<file path="src/common/axi2iob_defs.svh">
/*
 * Bus widths and response codes of the AXI4 to IOb adapter
 */

`ifndef AXI2IOB_DEFS_SVH
`define AXI2IOB_DEFS_SVH

// Native bus widths
`define AXI2IOB_ADDR_W 32
`define AXI2IOB_DATA_W 32
`define AXI2IOB_STRB_W 4

// AXI control field widths
`define AXI2IOB_ID_W   4
`define AXI2IOB_LEN_W  8
`define AXI2IOB_SIZE_W 3

// Only OKAY is ever returned
`define AXI2IOB_RESP_OKAY 2'b00

`endif

</file>
<file path="src/common/axi_pkg.sv">
/*
 * AXI4 subordinate channel payload structs
 * and the burst splitter state encoding
 */

`include "axi2iob_defs.svh"

package axi_pkg;

   // AW or AR request
   typedef struct packed {
      logic [`AXI2IOB_ID_W-1:0]   id;
      logic [`AXI2IOB_ADDR_W-1:0] addr;
      logic [`AXI2IOB_LEN_W-1:0]  len;
      logic [`AXI2IOB_SIZE_W-1:0] size;
   } axi_addr_t;

   typedef struct packed {
      logic [`AXI2IOB_DATA_W-1:0] data;
      logic [`AXI2IOB_STRB_W-1:0] strb;
      logic                       last;
   } axi_w_t;

   typedef struct packed {
      logic [`AXI2IOB_ID_W-1:0] id;
      logic [1:0]               resp;
   } axi_b_t;

   typedef struct packed {
      logic [`AXI2IOB_ID_W-1:0]   id;
      logic [`AXI2IOB_DATA_W-1:0] data;
      logic [1:0]                 resp;
      logic                       last;
   } axi_r_t;

   typedef enum logic [1:0] {
      BURST_IDLE = 2'd0,
      BURST_DATA = 2'd1,
      BURST_RESP = 2'd2
   } burst_state_e;

endpackage

</file>
<file path="src/common/iob_pkg.sv">
/*
 * Single-beat request and response structs of the native bus,
 * granted operation and bridge state encodings
 */

`include "axi2iob_defs.svh"

package iob_pkg;

   typedef struct packed {
      logic [`AXI2IOB_ADDR_W-1:0] addr;
      logic [`AXI2IOB_DATA_W-1:0] data;
      logic [`AXI2IOB_STRB_W-1:0] strb;
   } iob_wr_req_t;

   typedef struct packed {
      logic [`AXI2IOB_ADDR_W-1:0] addr;
   } iob_rd_req_t;

   typedef struct packed {
      logic [`AXI2IOB_DATA_W-1:0] data;
   } iob_rd_rsp_t;

   // A zero wstrb marks a read
   typedef struct packed {
      logic [`AXI2IOB_ADDR_W-1:0] addr;
      logic [`AXI2IOB_DATA_W-1:0] wdata;
      logic [`AXI2IOB_STRB_W-1:0] wstrb;
   } iob_req_t;

   typedef enum logic {
      IOB_OP_READ  = 1'b0,
      IOB_OP_WRITE = 1'b1
   } iob_op_e;

   typedef enum logic {
      BRIDGE_IDLE    = 1'b0,
      BRIDGE_RD_WAIT = 1'b1
   } bridge_state_e;

endpackage

</file>
<file path="src/burst/axi_rd_burst.sv">
/*
 * AXI4 read burst splitter
 * Issues one single-word read per beat and returns it as an R beat
 */

`timescale 1ns/10ps
`include "axi2iob_defs.svh"

module axi_rd_burst
   import axi_pkg::*;
   import iob_pkg::*;
(
   input  logic        clk_i,
   input  logic        arst_i,
   input  axi_addr_t   ar_i,
   input  logic        ar_valid_i,
   output logic        ar_ready_o,
   output axi_r_t      r_o,
   output logic        r_valid_o,
   input  logic        r_ready_i,
   output iob_rd_req_t rd_req_o,
   output logic        rd_req_valid_o,
   input  logic        rd_req_ready_i,
   input  iob_rd_rsp_t rd_rsp_i,
   input  logic        rd_rsp_valid_i,
   output logic        rd_rsp_ready_o
);

   burst_state_e state_q;

   logic [`AXI2IOB_ID_W-1:0]   id_q;
   logic [`AXI2IOB_ADDR_W-1:0] addr_q;
   logic [`AXI2IOB_LEN_W-1:0]  len_q;
   logic [`AXI2IOB_SIZE_W-1:0] size_q;
   logic [`AXI2IOB_ADDR_W-1:0] ar_step;
   logic [`AXI2IOB_ADDR_W-1:0] step;

   iob_rd_req_t                req_q;
   logic [`AXI2IOB_ID_W-1:0]   r_id_q;
   logic [`AXI2IOB_DATA_W-1:0] r_data_q;
   logic                       r_last_q;
   logic                       ar_ready_q;
   logic                       req_valid_q;
   logic                       r_valid_q;

   logic ar_fire;
   logic req_fire;
   logic rsp_fire;
   logic r_fire;

   assign ar_fire  = ar_valid_i & ar_ready_q;
   assign req_fire = req_valid_q & rd_req_ready_i;
   assign rsp_fire = rd_rsp_valid_i & rd_rsp_ready_o;
   assign r_fire   = r_valid_q & r_ready_i;

   assign ar_step = {{(`AXI2IOB_ADDR_W-1){1'b0}}, 1'b1} << ar_i.size;
   assign step    = {{(`AXI2IOB_ADDR_W-1){1'b0}}, 1'b1} << size_q;

   // Only take a response while the R slot is free
   assign rd_rsp_ready_o = (state_q == BURST_DATA) & ~r_valid_q;

   always_ff @(posedge clk_i or posedge arst_i) begin
      if (arst_i) begin
         state_q     <= BURST_IDLE;
         ar_ready_q  <= 1'b0;
         req_valid_q <= 1'b0;
         r_valid_q   <= 1'b0;
      end else if (state_q == BURST_DATA) begin
         if (req_fire) begin
            req_valid_q <= 1'b0;
         end
         if (rsp_fire) begin
            r_valid_q <= 1'b1;
         end
         // Next read waits until the current beat leaves on R
         if (r_fire) begin
            r_valid_q <= 1'b0;
            if (r_last_q) begin
               ar_ready_q <= 1'b1;
               state_q    <= BURST_IDLE;
            end else begin
               req_valid_q <= 1'b1;
            end
         end
      end else begin
         ar_ready_q <= ~ar_fire;
         if (ar_fire) begin
            req_valid_q <= 1'b1;
            state_q     <= BURST_DATA;
         end
      end
   end

   // addr_q holds the address of the next request
   always_ff @(posedge clk_i) begin
      if (ar_fire) begin
         id_q       <= ar_i.id;
         size_q     <= ar_i.size;
         req_q.addr <= ar_i.addr;
         addr_q     <= ar_i.addr + ar_step;
      end else if (r_fire & ~r_last_q) begin
         req_q.addr <= addr_q;
         addr_q     <= addr_q + step;
      end
      if (ar_fire) begin
         len_q <= ar_i.len;
      end else if (rsp_fire) begin
         len_q <= len_q - 1'b1;
      end
      if (rsp_fire) begin
         r_id_q   <= id_q;
         r_data_q <= rd_rsp_i.data;
         r_last_q <= (len_q == '0);
      end
   end

   assign ar_ready_o     = ar_ready_q;
   assign rd_req_o       = req_q;
   assign rd_req_valid_o = req_valid_q;
   assign r_valid_o      = r_valid_q;
   assign r_o            = '{id: r_id_q, data: r_data_q, resp: 2'b00, last: r_last_q};

endmodule

</file>
<file path="src/burst/axi_wr_burst.sv">
/*
 * AXI4 write burst splitter
 * Turns one AW and its W beats into single-word writes and one B
 */

`timescale 1ns/10ps
`include "axi2iob_defs.svh"

module axi_wr_burst
   import axi_pkg::*;
   import iob_pkg::*;
(
   input  logic        clk_i,
   input  logic        arst_i,
   input  axi_addr_t   aw_i,
   input  logic        aw_valid_i,
   output logic        aw_ready_o,
   input  axi_w_t      w_i,
   input  logic        w_valid_i,
   output logic        w_ready_o,
   output axi_b_t      b_o,
   output logic        b_valid_o,
   input  logic        b_ready_i,
   output iob_wr_req_t wr_req_o,
   output logic        wr_req_valid_o,
   input  logic        wr_req_ready_i,
   input  logic        wr_done_i
);

   burst_state_e state_q;

   logic [`AXI2IOB_ID_W-1:0]   id_q;
   logic [`AXI2IOB_ADDR_W-1:0] addr_q;
   logic [`AXI2IOB_LEN_W-1:0]  len_q;
   logic [`AXI2IOB_SIZE_W-1:0] size_q;
   logic [`AXI2IOB_ADDR_W-1:0] step;

   iob_wr_req_t req_q;
   logic        last_q;
   logic        aw_ready_q;
   logic        w_ready_q;
   logic        b_valid_q;
   logic        req_valid_q;

   logic aw_fire;
   logic w_fire;
   logic b_fire;
   logic req_fire;

   assign aw_fire  = aw_valid_i & aw_ready_q;
   assign w_fire   = w_valid_i & w_ready_q;
   assign b_fire   = b_valid_q & b_ready_i;
   assign req_fire = req_valid_q & wr_req_ready_i;

   // Byte distance between beats
   assign step = {{(`AXI2IOB_ADDR_W-1){1'b0}}, 1'b1} << size_q;

   always_ff @(posedge clk_i or posedge arst_i) begin
      if (arst_i) begin
         state_q     <= BURST_IDLE;
         aw_ready_q  <= 1'b0;
         w_ready_q   <= 1'b0;
         b_valid_q   <= 1'b0;
         req_valid_q <= 1'b0;
      end else begin
         case (state_q)
            BURST_IDLE: begin
               aw_ready_q <= ~aw_fire;
               if (aw_fire) begin
                  w_ready_q <= 1'b1;
                  state_q   <= BURST_DATA;
               end
            end
            BURST_DATA: begin
               if (w_fire) begin
                  w_ready_q   <= 1'b0;
                  req_valid_q <= 1'b1;
                  state_q     <= BURST_RESP;
               end
            end
            BURST_RESP: begin
               if (req_fire) begin
                  req_valid_q <= 1'b0;
               end
               // Beat written or skipped
               if (wr_done_i) begin
                  if (last_q) begin
                     b_valid_q <= 1'b1;
                  end else begin
                     w_ready_q <= 1'b1;
                     state_q   <= BURST_DATA;
                  end
               end
               if (b_fire) begin
                  b_valid_q  <= 1'b0;
                  aw_ready_q <= 1'b1;
                  state_q    <= BURST_IDLE;
               end
            end
            default: state_q <= BURST_IDLE;
         endcase
      end
   end

   always_ff @(posedge clk_i) begin
      if (aw_fire) begin
         id_q   <= aw_i.id;
         addr_q <= aw_i.addr;
         len_q  <= aw_i.len;
         size_q <= aw_i.size;
      end else if (w_fire) begin
         req_q.addr <= addr_q;
         req_q.data <= w_i.data;
         req_q.strb <= w_i.strb;
         last_q     <= (len_q == '0);
         addr_q     <= addr_q + step;
         len_q      <= len_q - 1'b1;
      end
   end

   assign aw_ready_o     = aw_ready_q;
   assign w_ready_o      = w_ready_q;
   assign wr_req_o       = req_q;
   assign wr_req_valid_o = req_valid_q;
   assign b_valid_o      = b_valid_q;
   // Response code is filled in at the top level
   assign b_o            = '{id: id_q, resp: 2'b00};

endmodule

</file>
<file path="src/logic/axi2iob_top.sv">
/*
 * AXI4 subordinate to IOb native bus adapter
 */

`timescale 1ns/10ps
`include "axi2iob_defs.svh"

module axi2iob_top
   import axi_pkg::*;
   import iob_pkg::*;
(
   input  logic        clk_i,
   input  logic        arst_i,
   input  axi_addr_t   s_aw_i,
   input  logic        s_aw_valid_i,
   output logic        s_aw_ready_o,
   input  axi_w_t      s_w_i,
   input  logic        s_w_valid_i,
   output logic        s_w_ready_o,
   output axi_b_t      s_b_o,
   output logic        s_b_valid_o,
   input  logic        s_b_ready_i,
   input  axi_addr_t   s_ar_i,
   input  logic        s_ar_valid_i,
   output logic        s_ar_ready_o,
   output axi_r_t      s_r_o,
   output logic        s_r_valid_o,
   input  logic        s_r_ready_i,
   output logic        iob_valid_o,
   output iob_req_t    iob_req_o,
   input  logic        iob_ready_i,
   input  logic        iob_rvalid_i,
   input  logic [31:0] iob_rdata_i
);

   iob_wr_req_t wr_req;
   iob_rd_req_t rd_req;
   iob_rd_rsp_t rd_rsp;
   axi_b_t      wr_b;
   axi_r_t      rd_r;
   logic        wr_req_valid, wr_req_ready, wr_done;
   logic        rd_req_valid, rd_req_ready, rd_rsp_valid, rd_rsp_ready;

   axi_wr_burst wr_burst0 (.clk_i, .arst_i, .aw_i(s_aw_i), .aw_valid_i(s_aw_valid_i),
      .aw_ready_o(s_aw_ready_o), .w_i(s_w_i), .w_valid_i(s_w_valid_i), .w_ready_o(s_w_ready_o),
      .b_o(wr_b), .b_valid_o(s_b_valid_o), .b_ready_i(s_b_ready_i), .wr_req_o(wr_req),
      .wr_req_valid_o(wr_req_valid), .wr_req_ready_i(wr_req_ready), .wr_done_i(wr_done));

   axi_rd_burst rd_burst0 (.clk_i, .arst_i, .ar_i(s_ar_i), .ar_valid_i(s_ar_valid_i),
      .ar_ready_o(s_ar_ready_o), .r_o(rd_r), .r_valid_o(s_r_valid_o), .r_ready_i(s_r_ready_i),
      .rd_req_o(rd_req), .rd_req_valid_o(rd_req_valid), .rd_req_ready_i(rd_req_ready),
      .rd_rsp_i(rd_rsp), .rd_rsp_valid_i(rd_rsp_valid), .rd_rsp_ready_o(rd_rsp_ready));

   iob_bridge bridge0 (.clk_i, .arst_i, .wr_req_i(wr_req), .wr_req_valid_i(wr_req_valid),
      .wr_req_ready_o(wr_req_ready), .wr_done_o(wr_done), .rd_req_i(rd_req),
      .rd_req_valid_i(rd_req_valid), .rd_req_ready_o(rd_req_ready), .rd_rsp_o(rd_rsp),
      .rd_rsp_valid_o(rd_rsp_valid), .rd_rsp_ready_i(rd_rsp_ready), .iob_valid_o,
      .iob_req_o, .iob_ready_i, .iob_rvalid_i, .iob_rdata_i);

   // Every access completes with OKAY
   assign s_b_o = '{id: wr_b.id, resp: `AXI2IOB_RESP_OKAY};
   assign s_r_o = '{id: rd_r.id, data: rd_r.data, resp: `AXI2IOB_RESP_OKAY, last: rd_r.last};

endmodule

</file>
<file path="src/logic/iob_bridge.sv">
/*
 * Arbiter of single-beat reads and writes onto one IOb port
 * with a held read data register
 */

`timescale 1ns/10ps

module iob_bridge
   import iob_pkg::*;
(
   input  logic        clk_i,
   input  logic        arst_i,
   input  iob_wr_req_t wr_req_i,
   input  logic        wr_req_valid_i,
   output logic        wr_req_ready_o,
   output logic        wr_done_o,
   input  iob_rd_req_t rd_req_i,
   input  logic        rd_req_valid_i,
   output logic        rd_req_ready_o,
   output iob_rd_rsp_t rd_rsp_o,
   output logic        rd_rsp_valid_o,
   input  logic        rd_rsp_ready_i,
   output logic        iob_valid_o,
   output iob_req_t    iob_req_o,
   input  logic        iob_ready_i,
   input  logic        iob_rvalid_i,
   input  logic [31:0] iob_rdata_i
);

   bridge_state_e state_q;
   iob_op_e       op;
   iob_op_e       op_q;
   iob_rd_rsp_t   rsp_q;
   logic          rsp_valid_q;
   logic          pend_q;
   logic          rd_allow;
   logic          wr_zero;

   // One read in flight, and none while the last word is unread
   assign rd_allow = (state_q == BRIDGE_IDLE) & ~rsp_valid_q;
   assign wr_zero  = ~|wr_req_i.strb;

   // A stalled request keeps its grant so the port stays stable
   always_comb begin
      if (pend_q) begin
         op = op_q;
      end else if (rd_req_valid_i & rd_allow) begin
         op = IOB_OP_READ;
      end else begin
         op = IOB_OP_WRITE;
      end
   end

   assign rd_req_ready_o = (op == IOB_OP_READ) & iob_ready_i;
   assign wr_req_ready_o = (op == IOB_OP_WRITE) & (wr_zero | iob_ready_i);
   assign wr_done_o      = wr_req_ready_o & wr_req_valid_i;

   assign iob_valid_o = (op == IOB_OP_READ) ? rd_req_valid_i : (wr_req_valid_i & ~wr_zero);

   always_comb begin
      if (op == IOB_OP_READ) begin
         iob_req_o = '{addr: rd_req_i.addr, wdata: '0, wstrb: '0};
      end else begin
         iob_req_o = '{addr: wr_req_i.addr, wdata: wr_req_i.data, wstrb: wr_req_i.strb};
      end
   end

   always_ff @(posedge clk_i or posedge arst_i) begin
      if (arst_i) begin
         state_q     <= BRIDGE_IDLE;
         op_q        <= IOB_OP_WRITE;
         pend_q      <= 1'b0;
         rsp_valid_q <= 1'b0;
      end else begin
         op_q   <= op;
         pend_q <= iob_valid_o & ~iob_ready_i;
         if (rd_req_valid_i & rd_req_ready_o) begin
            state_q <= BRIDGE_RD_WAIT;
         end else if (iob_rvalid_i) begin
            state_q <= BRIDGE_IDLE;
         end
         if (iob_rvalid_i) begin
            rsp_valid_q <= 1'b1;
         end else if (rd_rsp_ready_i) begin
            rsp_valid_q <= 1'b0;
         end
      end
   end

   always_ff @(posedge clk_i) begin
      if (iob_rvalid_i) begin
         rsp_q.data <= iob_rdata_i;
      end
   end

   assign rd_rsp_o       = rsp_q;
   assign rd_rsp_valid_o = rsp_valid_q;

endmodule

</file>
<file path="config.mk">
export PLATFORM = sky130hd
export DESIGN_NAME = axi2iob_top
export DESIGN_NICKNAME = d
export VERILOG_FILES = /design/src/common/axi_pkg.sv /design/src/common/iob_pkg.sv /design/src/burst/axi_rd_burst.sv /design/src/burst/axi_wr_burst.sv /design/src/logic/axi2iob_top.sv /design/src/logic/iob_bridge.sv
export VERILOG_INCLUDE_DIRS = /design/src /design/src/common
export SDC_FILE = /design/constraint.sdc
export NUM_CORES = 1
export LEC_CHECK = 0
export ABC_AREA = 0
export BUFFER_PORTS_ARGS = -buffer_cell sky130_fd_sc_hd__buf_2
export CORE_MARGIN = 10
export CORE_UTILIZATION = 61
export CTS_BUF_LIST = sky130_fd_sc_hd__clkbuf_4 sky130_fd_sc_hd__clkbuf_8
export CTS_CLUSTER_DIAMETER = 200
export CTS_CLUSTER_SIZE = 12
export DETAILED_ROUTE_END_ITERATION = 6
export GPL_ROUTABILITY_DRIVEN = 1
export HOLD_SLACK_MARGIN = 0.1
export PLACE_DENSITY = 0.86
export SYNTH_ARGS = -nofsm -noshare
export SYNTH_HDL_FRONTEND = slang
export SYNTH_HIERARCHICAL = 1
export SYNTH_SLANG_ARGS = --single-unit
export TNS_END_PERCENT = 30
</file>
<file path="constraint.sdc">
create_clock -name clk_i -period 14.6 [get_ports clk_i]
set_input_delay 2.92 -clock clk_i [delete_from_list [all_inputs] [get_ports clk_i]]
set_output_delay 2.92 -clock clk_i [all_outputs]
set_load 0.01 [all_outputs]
</file>
---- Word level (Yosys, flattened, before mapping) ----
Index checks and enable logic that the tools add are counted.
cells by class
  bitwise gates (word level) .............. 25
  equality and inequality tests ........... 12
  $add $sub $neg .......................... 5
  multiplexer cells ....................... 51
  reductions and logical operators ........ 26
  shifts and indexed selects .............. 3
operators with widths
  kind                  count
  $mux 32               6
  $add 32x32->32        3
  $shl 1x3->32 const A  3
  $mux 68               1
  $mux 8                4
  $mux 1                27
  $reduce_bool 2->1     11
  $mux 2                9
  $and 1x1->1           16
  $logic_not 8->1       2
  $sub 8x1->8 const B   2
  $ne 2x1->1 const B    6
  $reduce_and 3->1      3
  $not 1->1             8
  $reduce_and 2->1      4
  $pmux 2 s3            1
  $reduce_and 5->1      1
  $eq 2x1->1 const B    2
  $pmux 1 s2            2
  $reduce_and 4->1      1
  $reduce_or 4->1       1
  $ne 3x1->1 const B    1
  $ne 3x3->1 const B    1
  $pmux 1 s3            1
  6 further kinds       6
storage, ports and cells
  output and inout bits ................... 119
  bits in registers ....................... 279

---- Depth between registers and ports, before layout ----
Gate-level depths: netlist of run 1.
  word-level depth ........................ 12
  depth in mapped cells ................... 10
  mapped depth without buffers ............ 9

---- Hierarchy ----
The synthesis of run 1 kept the hierarchy.
by module, submodules not included
  module        area each (sq um)  times used  cells an instance
  axi_rd_burst  6,451.2            1           568
  axi_wr_burst  5,300.1            1           395
  iob_bridge    1,920.6            1           128
  axi2iob_top   33.8               1           5

---- Least setup slack after synthesis of run 1 ----
Ideal clock, no wire load.
  kind .................................... input-to-reg
  from .................................... input port s_r_ready_i
  to ...................................... register rd_burst0.addr_q[0] (enable)
  library setup time ...................... 0.574 ns
  data arrival time ....................... 7.493 ns
  stages on the path ...................... 2
  required time ........................... 14.026 ns
  setup slack ............................. 6.532 ns
  cells stage by stage .................... nand2_1 -> o21ai_0
on the way
  cells in the longest elaborated chain, start to end .. 3
RTL lines
  what                                RTL line             source
  start: declaration                  axi2iob_top.sv:28    input logic s_r_ready_i,
  $and 1x1->1                         axi_rd_burst.sv:54   assign r_fire = r_valid_q & r_ready_i;
  $and 1x1->1                         axi_rd_burst.sv:101  end else if (r_fire & ~r_last_q) begin
  $reduce_bool 2->1 (no source line)  -
  end signal: assignment              axi_rd_burst.sv:100  addr_q <= ar_i.addr + ar_step;
  end signal: assignment              axi_rd_burst.sv:103  addr_q <= addr_q + step;
  end: declaration                    axi_rd_burst.sv:32   logic [`AXI2IOB_ADDR_W-1:0] addr_q;
No other way between the ends.
A chain may end at the register's enable or synchronous reset.

==> results.txt, run 1 <==
Placed Area -> 0.0153 mm2
Final hold violations -> 0
RSZ-0062 raised after global routing -> false
Global route total overflow -> 0
LEAKAGE -> 6.29 nW
Gate Count Post-Synth -> 1090
Max-cap violations -> 0
IO buf count -> 285
Worst min path class -> flip-flop to flip-flop
Die area -> 0.0288 mm2
Wirelength per Cell -> 20.6 um
1st-iter DRT viols -> 780
Final Worst Setup Slack -> 8.88 ns
Crit path buf inv count -> 2
Post-Syn Area -> 0.0137 mm2
Cell Chain, Critical Path -> nor2b_1 > a21oi_4 > buf_4 > mux2_2 > buf_2
Layout area overhead -> 16.0%
Final critical-path required period -> 5.72 ns
Vias after detailed routing -> 9726
Total track usage -> 22.7%
FF-to-FF setup slack -> 10.94 ns
Pin count of the biggest net entering global routing -> 77
PostCTS Resize Cnt -> 0
FMAX -> 175 MHz
Synth warnings -> 6
CP delay by family, top -> buffers and inverters
Critical Path Fanout Max -> 53
Worst stage delay on the critical path -> 0.69 ns
Tcrit/Tclk final -> 39.2%
Postcts setup bufs -> 0
Crit. End Element -> primary output
Layout Nets -> 1573
CTS Buffer Depth -> 3
Vias per std cell -> 5.82
GPL Wtd Cong -> 0.890
Die boundary height -> 170 um
Design Area, Final -> 0.0158 mm2
Die X-Extent -> 170 um
CTS Root Cell -> clkbuf_8
Grt met2 use -> 40.2%
DRC Markers -> 0
Final Max Tran Viols -> 0
CTS Sinks -> 278
Worst-path clk slew -> 0.08 ns
Met3 usage -> 5.58%
Initial Util -> 62.2%
Core area -> 0.0220 mm2
First-pass GRT wire length -> 51900 um
DP Worst Slack -> 8.26 ns
Site Rows -> 54
Slowest CP cell -> buf_4
Setup Skew -> 0.0302 ns
Fraction of layout cells with a size suffix above 1 -> 30.0%
CTS buffer count -> 27
Detailed placer's ending HPWL -> 25400 um
Max VDD drop -> 0.0902 mV
Data required, critical path -> 11.68 ns
Slew @ Worst Pin -> 1.13 ns
Pre-antenna DRT Iters -> 5
WP data arrival -> 2.80 ns
Ports -> 291
GR Layer Usage met1 -> 27.1%
Pwr Density -> 161 mW/mm2
Avg Cell Area, Syn -> 12.5 um2
Setup CP Type -> flip-flop to primary output
CTS tree -> yes
Vias in the first global route -> 9440
Final setup vio count -> 0
Worst-skew pair later-pin latency -> 0.55 ns
Startpoint types -> flip-flop
Antenna Nets Post-Route -> 0
Grt peak-use layer -> met2
Clock H-tree levels -> 1
Hold-fix buffers, CTS -> 0
Status -> completed
Final wirelength -> 34400 um
Slew Limit Headroom -> 25.0%
Initial antenna violation count -> 1
Setup TNS -> 0 ns
-- sequential cells by signal, summed over array words and instances, names as in the netlist, 4 cells and up --
register	count
rd_burst0/r_id_q	4
wr_burst0/wr_req_o	68
rd_burst0/addr_q	32
rd_burst0/r_data_q	32
rd_burst0/rd_req_o	32
wr_burst0/len_q	8
wr_burst0/id_q	4
rd_burst0/len_q	8
rd_burst0/id_q	4
wr_burst0/addr_q	32
bridge0/rd_rsp_o	32
-- cell usage in the layout (no fill, tap or decap), types with 15 or more instances in the layout --
master,count
buf_2,285
edfxtp_1,264
nand2_1,183
xnor2_1,48
o21ai_0,44
and2_1,40
xor2_1,40
a21oi_1,39
nor2_1,39
mux2_4,29
ha_1,28
clkbuf_8,27
nor3_1,27
clkbuf_4,21
nand4_1,18
nand3_1,18
o21ai_1,17
inv_1,16
mux2i_1,15
-- path summary, 6_finish.rpt --
check,cells after the start,to,startpoint
max,5,iob_req_o[37],bridge0/op_q
min,0,rd_burst0/r_data_q[27],bridge0/rd_rsp_o[27]
max reg2reg,4,wr_burst0/wr_req_o[29],wr_burst0/aw_ready_o
min reg2reg,0,rd_burst0/r_data_q[27],bridge0/rd_rsp_o[27]
max in group asynchronous,2,bridge0/op_q,arst_i
min in group asynchronous,2,bridge0/state_q,arst_i
-- stage by stage --
stage,std cells,power [mW],hold WS (ns),utilization [%]
after floorplan,1093,1.81,0.400,-
final,1671,2.56,0.419,72.2
after detailed placement,1621,2.08,0.405,69.7
after global placement,1621,2.05,0.400,69.7
after CTS,1670,2.57,0.420,72.2
after global routing,1670,2.70,0.426,72.2
-- cell type report --
class,count,area [um2]
inverters,19,71.3
repair buffers,292,1480
well taps,280,350
fillers,1475,6110
diodes,1,2.50
clock buffers,48,529
flip-flops and latches,278,8280
multi-input cells,752,5130
clock inverters,1,11.3
-- report_power, final --
group,switching (mW),internal [mW],total [mW]
clock network,0.255,0.227,0.483
registers,0.142,1.14,1.29
logic,0.474,0.313,0.786
-- metal layers --
metal  wire (um)  share of wire, %
met4         706               2.1
met3        2890               8.4
met2       17400                50
met5          13             0.038
met1       13500                39
No activity file was read; power rests on OpenSTA's default activity.
==> run 2: changes to the inputs <==
--- a/config.mk
+++ b/config.mk
@@ -6,17 +6,17 @@
 export SDC_FILE = /design/constraint.sdc
 export NUM_CORES = 1
 export LEC_CHECK = 0
-export ABC_AREA = 0
+export ABC_AREA = 1
 export BUFFER_PORTS_ARGS = -buffer_cell sky130_fd_sc_hd__buf_2
 export CORE_MARGIN = 10
-export CORE_UTILIZATION = 61
+export CORE_UTILIZATION = 52
 export CTS_BUF_LIST = sky130_fd_sc_hd__clkbuf_4 sky130_fd_sc_hd__clkbuf_8
 export CTS_CLUSTER_DIAMETER = 200
 export CTS_CLUSTER_SIZE = 12
 export DETAILED_ROUTE_END_ITERATION = 6
 export GPL_ROUTABILITY_DRIVEN = 1
 export HOLD_SLACK_MARGIN = 0.1
-export PLACE_DENSITY = 0.86
+export PLACE_DENSITY = 0.77
 export SYNTH_ARGS = -nofsm -noshare
 export SYNTH_HDL_FRONTEND = slang
 export SYNTH_HIERARCHICAL = 1
==> constraint.sdc (replaced) <==
create_clock -name clk_i -period 5.25 [get_ports clk_i]
set_input_delay 1.05 -clock clk_i [delete_from_list [all_inputs] [get_ports clk_i]]
set_output_delay 1.05 -clock clk_i [all_outputs]
set_load 0.01 [all_outputs]
==> results.txt, run 2 <==
Status -> finished with violations (was completed)
Violated checks -> design-rule violations
Detailed placer's ending HPWL -> 32000 um (was 25400 um)
Pin count of the biggest net entering global routing -> 89 (was 77)
Worst min path class -> input port to asynchronous set/reset pin (was flip-flop to flip-flop)
Crit path top cell by count -> nand2_1
Worst stage delay on the critical path -> 0.58 ns (was 0.69 ns)
CTS Buffer Depth -> 3 (unchanged)
GPL Wtd Cong -> 0.994 (was 0.890)
R2r worst-path depth -> 11 (was 4)
Final setup vio count -> 0 (unchanged)
Die area -> 0.0355 mm2 (was 0.0288 mm2)
Switching power total -> 2.46 mW (was 871 uW)
Die boundary height -> 188 um (was 170 um)
Site Rows -> 61 (was 54)
Commonest non-fill, non-tap cell in the layout -> nand2_1 (was buf_2)
Data required, critical path -> 4.20 ns (was 11.68 ns)
Max reg flops -> 68 (unchanged)
Ports -> 291 (unchanged)
Final Max Tran Viols -> 0 (unchanged)
Post-Syn Area -> 0.0147 mm2 (was 0.0137 mm2)
Pwr Total -> 6.83 mW (was 2.56 mW)
Cell Count, Final, Fillers Out -> 2357 (was 1671)
Setup CP Type -> flip-flop to primary output (unchanged)
CTS buffer count -> 27 (unchanged)
Worst-path clk slew -> 0.08 ns (about the same)
First-pass GRT wire length -> 63300 um (was 51900 um)
Logic gate share of total power -> 30.9% (was 30.8%)
Cell Chain, Critical Path -> nor2_1 > nand3_1 > nand2_4 > inv_2 > nand2_1 > nand2_1 > buf_2 (was nor2b_1 > a21oi_4 > buf_4 > mux2_2 > buf_2)
Max VDD drop -> 0.336 mV (was 0.0902 mV)
Vias per std cell -> 5.23 (was 5.82)
Final critical-path required period -> 3.78 ns
Pre-antenna DRT Iters -> 7 (was 5)
Worst hold margin -> 0.366 ns (was 0.419 ns)
IO buf count -> 285 (unchanged)
Sw frac -> 36.0% (was 34.1%)
Hold-fix buffers, CTS -> 0 (unchanged)
Gate Count Post-Synth -> 1670 (was 1090)
Global route total overflow -> 0 (unchanged)
Crit. End Element -> primary output (unchanged)
Clock H-tree levels -> 1 (unchanged)
Wirelength per Cell -> 17.4 um (was 20.6 um)
LEAKAGE -> 7.95 nW (was 6.29 nW)
RSZ-0062 raised after global routing -> false (unchanged)
Die X-Extent -> 188 um (was 170 um)
Sequential share of power -> 49.0% (was 50.4%)
Antenna Nets Post-Route -> 0 (unchanged)
1st-iter DRT viols -> 1241 (was 780)
Layout area overhead -> 15.6% (was 16.0%)
Avg Cell Area, Syn -> 8.82 um2 (was 12.5 um2)
Slew Limit Headroom -> 40.8% (was 25.0%)
Setup Skew -> 0.0423 ns (was 0.0302 ns)
CTS Root Cell -> clkbuf_8 (unchanged)
Vias after detailed routing -> 12.3k (was 9726)
Max-cap violations -> 0 (unchanged)
Final hold violations -> 0 (unchanged)
Initial antenna violation count -> 2 (was 1)
Synth warnings -> 6 (unchanged)
Setup TNS -> 0 ns (unchanged)
WP data arrival -> 2.73 ns (was 2.80 ns)
Slowest CP cell -> nand2_4 (was buf_4)
Pwr Density -> 401 mW/mm2 (was 161 mW/mm2)
Finished Core Util -> 61.1% (was 72.2%)
Placed cell count -> 2305 (was 1621)
Startpoint types -> flip-flop (unchanged)
Cell Int Power -> 4.37 mW (was 1.68 mW)
PostCTS Resize Cnt -> 0 (unchanged)
Initial Util -> 52.9% (was 62.2%)
CTS Sinks -> 278 (unchanged)
Core area -> 0.0279 mm2 (was 0.0220 mm2)
FMAX -> 264 MHz
Total track usage -> 22.1% (was 22.7%)
DRC Markers -> 3 (was 0)
Most frequent cells in the layout -> 575 x nand2_1, 285 x buf_2, 264 x edfxtp_1 (was 285 x buf_2, 264 x edfxtp_1, 183 x nand2_1)
Clk pwr share -> 20.1% (was 18.9%)
Postcts setup bufs -> 0 (unchanged)
Layout Nets -> 2159 (was 1573)
Final wirelength -> 41000 um (was 34400 um)
Critical Path Fanout Max -> 72 (was 53)
Slew @ Worst Pin -> 0.887 ns (was 1.13 ns)
CTS tree -> yes (unchanged)
Vias in the first global route -> 12.1k (was 9440)
Tcrit/Tclk final -> 72.1%
Fraction of layout cells with a size suffix above 1 -> 21.4% (was 30.0%)
Worst-skew pair later-pin latency -> 0.60 ns (was 0.55 ns)
-- run 2: layout make-up --
| cell class | count | area [um2] |
|---|---|---|
| flip-flops and latches | 278 | 8280 |
| multi-input cells | 1143 | 5430 |
| diodes | 2 | 5.00 |
| inverters | 212 | 796 |
| well taps | 378 | 473 |
| repair buffers | 294 | 1490 |
| fillers | 2387 | 10800 |
| clock buffers | 48 | 529 |
| clock inverters | 2 | 22.5 |
-- run 2: power by group through the flow --
stage	sequential, mW	combinational (mW)	clock (mW)
detailed placement	3.40	2.11	0
global route	3.40	2.36	1.49
CTS	3.35	2.12	1.40
finish	3.35	2.11	1.37
floorplan	3.37	1.32	0
global placement	3.38	2.07	0
-- run 2: per-layer routing --
metal | track usage (%) | wire (um) | vias to the layer above | share of wire, %
met5 | 0 | 13 | - | 0.032
met4 | 6.90 | 1110 | 2 | 2.7
met3 | 4.62 | 3730 | 84 | 9.1
met2 | 37.4 | 19600 | 584 | 48
met1 | 27.7 | 16600 | 5633 | 40
li1 | - | - | 6035 | -
-- run 2: final timing paths --
| path | startpoint | end | slack [ns] |
|---|---|---|---|
| setup / recovery | bridge0/rd_rsp_valid_o | iob_req_o[49] | 1.47 |
| hold / removal | arst_i | rd_burst0/rd_req_valid_o | 0.37 |
| setup reg to reg | rd_burst0/size_q[1] | rd_burst0/addr_q[16] | 2.81 |
| hold reg to reg | bridge0/rd_rsp_o[23] | rd_burst0/r_data_q[23] | 0.42 |
| max in group asynchronous | arst_i | wr_burst0/state_q[1] | 4.62 |
| min in group clk_i | bridge0/rd_rsp_o[23] | rd_burst0/r_data_q[23] | 0.42 |
-- run 2: critical path, delay by kind of cell (launching register included) --
kind / cells / cell delay [ns]
and+or+nand+nor: 5 / 1.12
buffers and inverters: 2 / 0.63
DFF: 1 / 0.41
-- run 2: through the flow --
| step | instance area (um2) | setup WS (ns) |
|---|---|---|
| after floorplan | 14700 | 0.174 |
| after global placement | 16500 | 2.08 |
| after detailed placement | 16500 | 2.05 |
| after CTS | 17000 | 1.41 |
| after global routing | 17000 | 1.17 |
| final | 17000 | 1.47 |
==> run 3: changes to the inputs <==
--- a/config.mk
+++ b/config.mk
@@ -9,14 +9,14 @@
 export ABC_AREA = 1
 export BUFFER_PORTS_ARGS = -buffer_cell sky130_fd_sc_hd__buf_2
 export CORE_MARGIN = 10
-export CORE_UTILIZATION = 52
+export CORE_UTILIZATION = 58
 export CTS_BUF_LIST = sky130_fd_sc_hd__clkbuf_4 sky130_fd_sc_hd__clkbuf_8
 export CTS_CLUSTER_DIAMETER = 200
 export CTS_CLUSTER_SIZE = 12
 export DETAILED_ROUTE_END_ITERATION = 6
 export GPL_ROUTABILITY_DRIVEN = 1
 export HOLD_SLACK_MARGIN = 0.1
-export PLACE_DENSITY = 0.77
+export PLACE_DENSITY = 0.81
 export SYNTH_ARGS = -nofsm -noshare
 export SYNTH_HDL_FRONTEND = slang
 export SYNTH_HIERARCHICAL = 1
==> constraint.sdc (replaced) <==
create_clock -name clk_i -period 3.69 [get_ports clk_i]
set_input_delay 0.738 -clock clk_i [delete_from_list [all_inputs] [get_ports clk_i]]
set_output_delay 0.738 -clock clk_i [all_outputs]
set_load 0.01 [all_outputs]
==> results.txt, run 3 (synthesized netlist as in run 2, its figures left out) <==
Clk pwr share -> 20.0% (was 20.1%)
LEAKAGE -> 7.97 nW (was 7.95 nW)
Worst hold path cell count -> 1
Wirelength per Cell -> 17.9 um (was 17.4 um)
Critical Path Fanout Max -> 34 (was 72)
Startpoint types -> flip-flop (unchanged)
Ports -> 291 (unchanged)
Die boundary height -> 179 um (was 188 um)
Sw frac -> 36.3% (was 36.0%)
Crit path buf inv count -> 2 (unchanged)
GPL Wtd Cong -> 0.936 (was 0.994)
Data required, critical path -> 2.95 ns (was 4.20 ns)
Global route total overflow -> 0 (unchanged)
Worst-skew pair later-pin latency -> 0.59 ns (was 0.60 ns)
RSZ-0062 raised after global routing -> false (unchanged)
Slew @ Worst Pin -> 1.04 ns (was 0.887 ns)
First-pass GRT wire length -> 62500 um (was 63300 um)
CTS Sinks -> 278 (unchanged)
CP delay by family, top -> buffers and inverters (was simple AND/OR/NAND/NOR gates)
Layout Nets -> 2164 (was 2159)
Cell Int Power -> 6.24 mW (was 4.37 mW)
Vias after detailed routing -> 12.5k (was 12.3k)
Tcrit/Tclk final -> 85.0%
Final hold violations -> 0 (unchanged)
Postcts setup bufs -> 0 (unchanged)
Pwr Density -> 575 mW/mm2 (was 401 mW/mm2)
Design Area, Final -> 0.0170 mm2 (about the same)
Die X-Extent -> 179 um (was 188 um)
Max-cap violations -> 0 (unchanged)
Final critical-path required period -> 3.14 ns
Slew Limit Headroom -> 30.3% (was 40.8%)
Final Max Tran Viols -> 0 (unchanged)
CTS buffer count -> 27 (unchanged)
Detailed placer's ending HPWL -> 32700 um (was 32000 um)
Register Area -> 0.00828 mm2 (unchanged)
Worst min path class -> input port to flip-flop (was input port to asynchronous set/reset pin)
Pin count of the biggest net entering global routing -> 51 (was 89)
Initial antenna violation count -> 4 (was 2)
FMAX -> 319 MHz
Crit path depth -> 6 (was 7)
Vias in the first global route -> 12.0k (was 12.1k)
Placed Area -> 0.0165 mm2 (about the same)
Total track usage -> 24.6% (was 22.1%)
Die area -> 0.0322 mm2 (was 0.0355 mm2)
Status -> completed (was finished with violations)
Antenna Nets Post-Route -> 0 (unchanged)
Fraction of layout cells with a size suffix above 1 -> 21.5% (was 21.4%)
PostCTS Resize Cnt -> 0 (unchanged)
Site Rows -> 58 (was 61)
Worst-path clk slew -> 0.09 ns (was 0.08 ns)
Multi-input gate area -> 0.00543 mm2 (unchanged)
IO buf count -> 285 (unchanged)
Max VDD drop -> 0.447 mV (was 0.336 mV)
Fillers -> 2024 (was 2387)
Clock H-tree levels -> 1 (unchanged)
CTS Buffer Depth -> 3 (unchanged)
Commonest non-fill, non-tap cell in the layout -> nand2_1 (unchanged)
CTS tree -> yes (unchanged)
Sequential share of power -> 48.8% (was 49.0%)
Final wirelength -> 41500 um (was 41000 um)
Core area -> 0.0251 mm2 (was 0.0279 mm2)
DRC Markers -> 0 (was 3)
Layout area overhead -> 15.6% (about the same)
Crit path top cell by count -> nand2_1 (unchanged)
CTS Root Cell -> clkbuf_8 (unchanged)
Max reg flops -> 68 (unchanged)
Pre-antenna DRT Iters -> 5 (was 7)
Setup TNS -> 0 ns (unchanged)
Final setup vio count -> 0 (unchanged)
Worst stage delay on the critical path -> 0.52 ns (was 0.58 ns)
WP data arrival -> 2.40 ns (was 2.73 ns)
Switching power total -> 3.55 mW (was 2.46 mW)
Logic gate share of total power -> 31.2% (was 30.9%)
Hold-fix buffers, CTS -> 1 (was 0)
Initial Util -> 58.7% (was 52.9%)
Setup CP Type -> flip-flop to primary output (unchanged)
Setup Skew -> 0.0360 ns (was 0.0423 ns)
R2r worst-path depth -> 11 (unchanged)
Slowest CP cell -> dfstp_2 (was nand2_4)
Cell Chain, Critical Path -> or2_4 > nand2_4 > inv_2 > nand2_1 > nand2_1 > buf_2 (was nor2_1 > nand3_1 > nand2_4 > inv_2 > nand2_1 > nand2_1 > buf_2)
Crit. End Element -> primary output (unchanged)
1st-iter DRT viols -> 946 (was 1241)
Most frequent cells in the layout -> 575 x nand2_1, 285 x buf_2, 264 x edfxtp_1 (unchanged)
Vias per std cell -> 5.39 (was 5.23)
-- run 3: power by group through the flow --
stage / Sequential (mW) / Combinational [mW] / Clock [mW]
floorplan: 4.78 / 1.88 / 0
global placement: 4.80 / 2.95 / 0
detailed placement: 4.84 / 3.05 / 0
CTS: 4.77 / 3.07 / 1.99
global route: 4.84 / 3.40 / 2.12
finish: 4.77 / 3.06 / 1.95
-- run 3: through the flow --
step / setup slack [ns] / utilization (%) / hold slack (ns) / power (mW) / cells
floorplan: 0.0941 / - / 0.400 / 6.66 / 1673
global placement: 1.03 / 65.5 / 0.401 / 7.75 / 2261
detailed placement: 0.901 / 65.5 / 0.405 / 7.88 / 2261
CTS: 0.517 / 67.8 / 0.288 / 9.83 / 2312
global route: 0.354 / 67.8 / 0.281 / 10.4 / 2315
finish: 0.554 / 67.8 / 0.312 / 9.79 / 2316
-- run 3: path summary, 6_finish.rpt --
path	start	endpoint	slack (ns)
worst max-delay path	bridge0/op_q	iob_req_o[47]	0.55
worst min-delay path	s_aw_i[43]	wr_burst0/id_q[0]	0.31
worst max register to register	rd_burst0/size_q[1]	rd_burst0/addr_q[30]	1.26
worst min register to register	rd_burst0/id_q[3]	rd_burst0/r_id_q[3]	0.41
max in group asynchronous	arst_i	bridge0/op_q	2.80
min in group asynchronous	arst_i	bridge0/rd_rsp_valid_o	0.66
-- run 3: worst register-to-register path, cell delays in order (launching register included) --
cell and delay [ns]:
edfxtp_1 0.50, nor3_1 0.40, fa_1 0.29, nand2_1 0.12, nand2_1 0.10, nand3b_1 0.08
nand2_1 0.14, nand2_1 0.07, nand2_1 0.24, nand3_1 0.13, nand3_1 0.11, nand2_1 0.06
-- run 3: layout make-up --
| type | instances | area share (%) |
|---|---|---|
| Antenna cell | 4 | 0.0588 |
| Clock buffer | 48 | 3.11 |
| Clock inverter | 2 | 0.132 |
| Inverter | 212 | 4.67 |
| Multi-Input combinational cell | 1143 | 31.9 |
| Sequential cell | 278 | 48.6 |
| Tap cell | 330 | 2.42 |
| Timing Repair Buffer | 299 | 9.08 |
-- run 3: routing by layer --
layer,vias to the layer above,GRT usage [%],wire length [um]
li1,6051,-,-
met1,5794,31.3,16600
met2,562,42.2,19900
met3,70,4.07,3770
met4,0,8.23,1210
met5,-,0,0
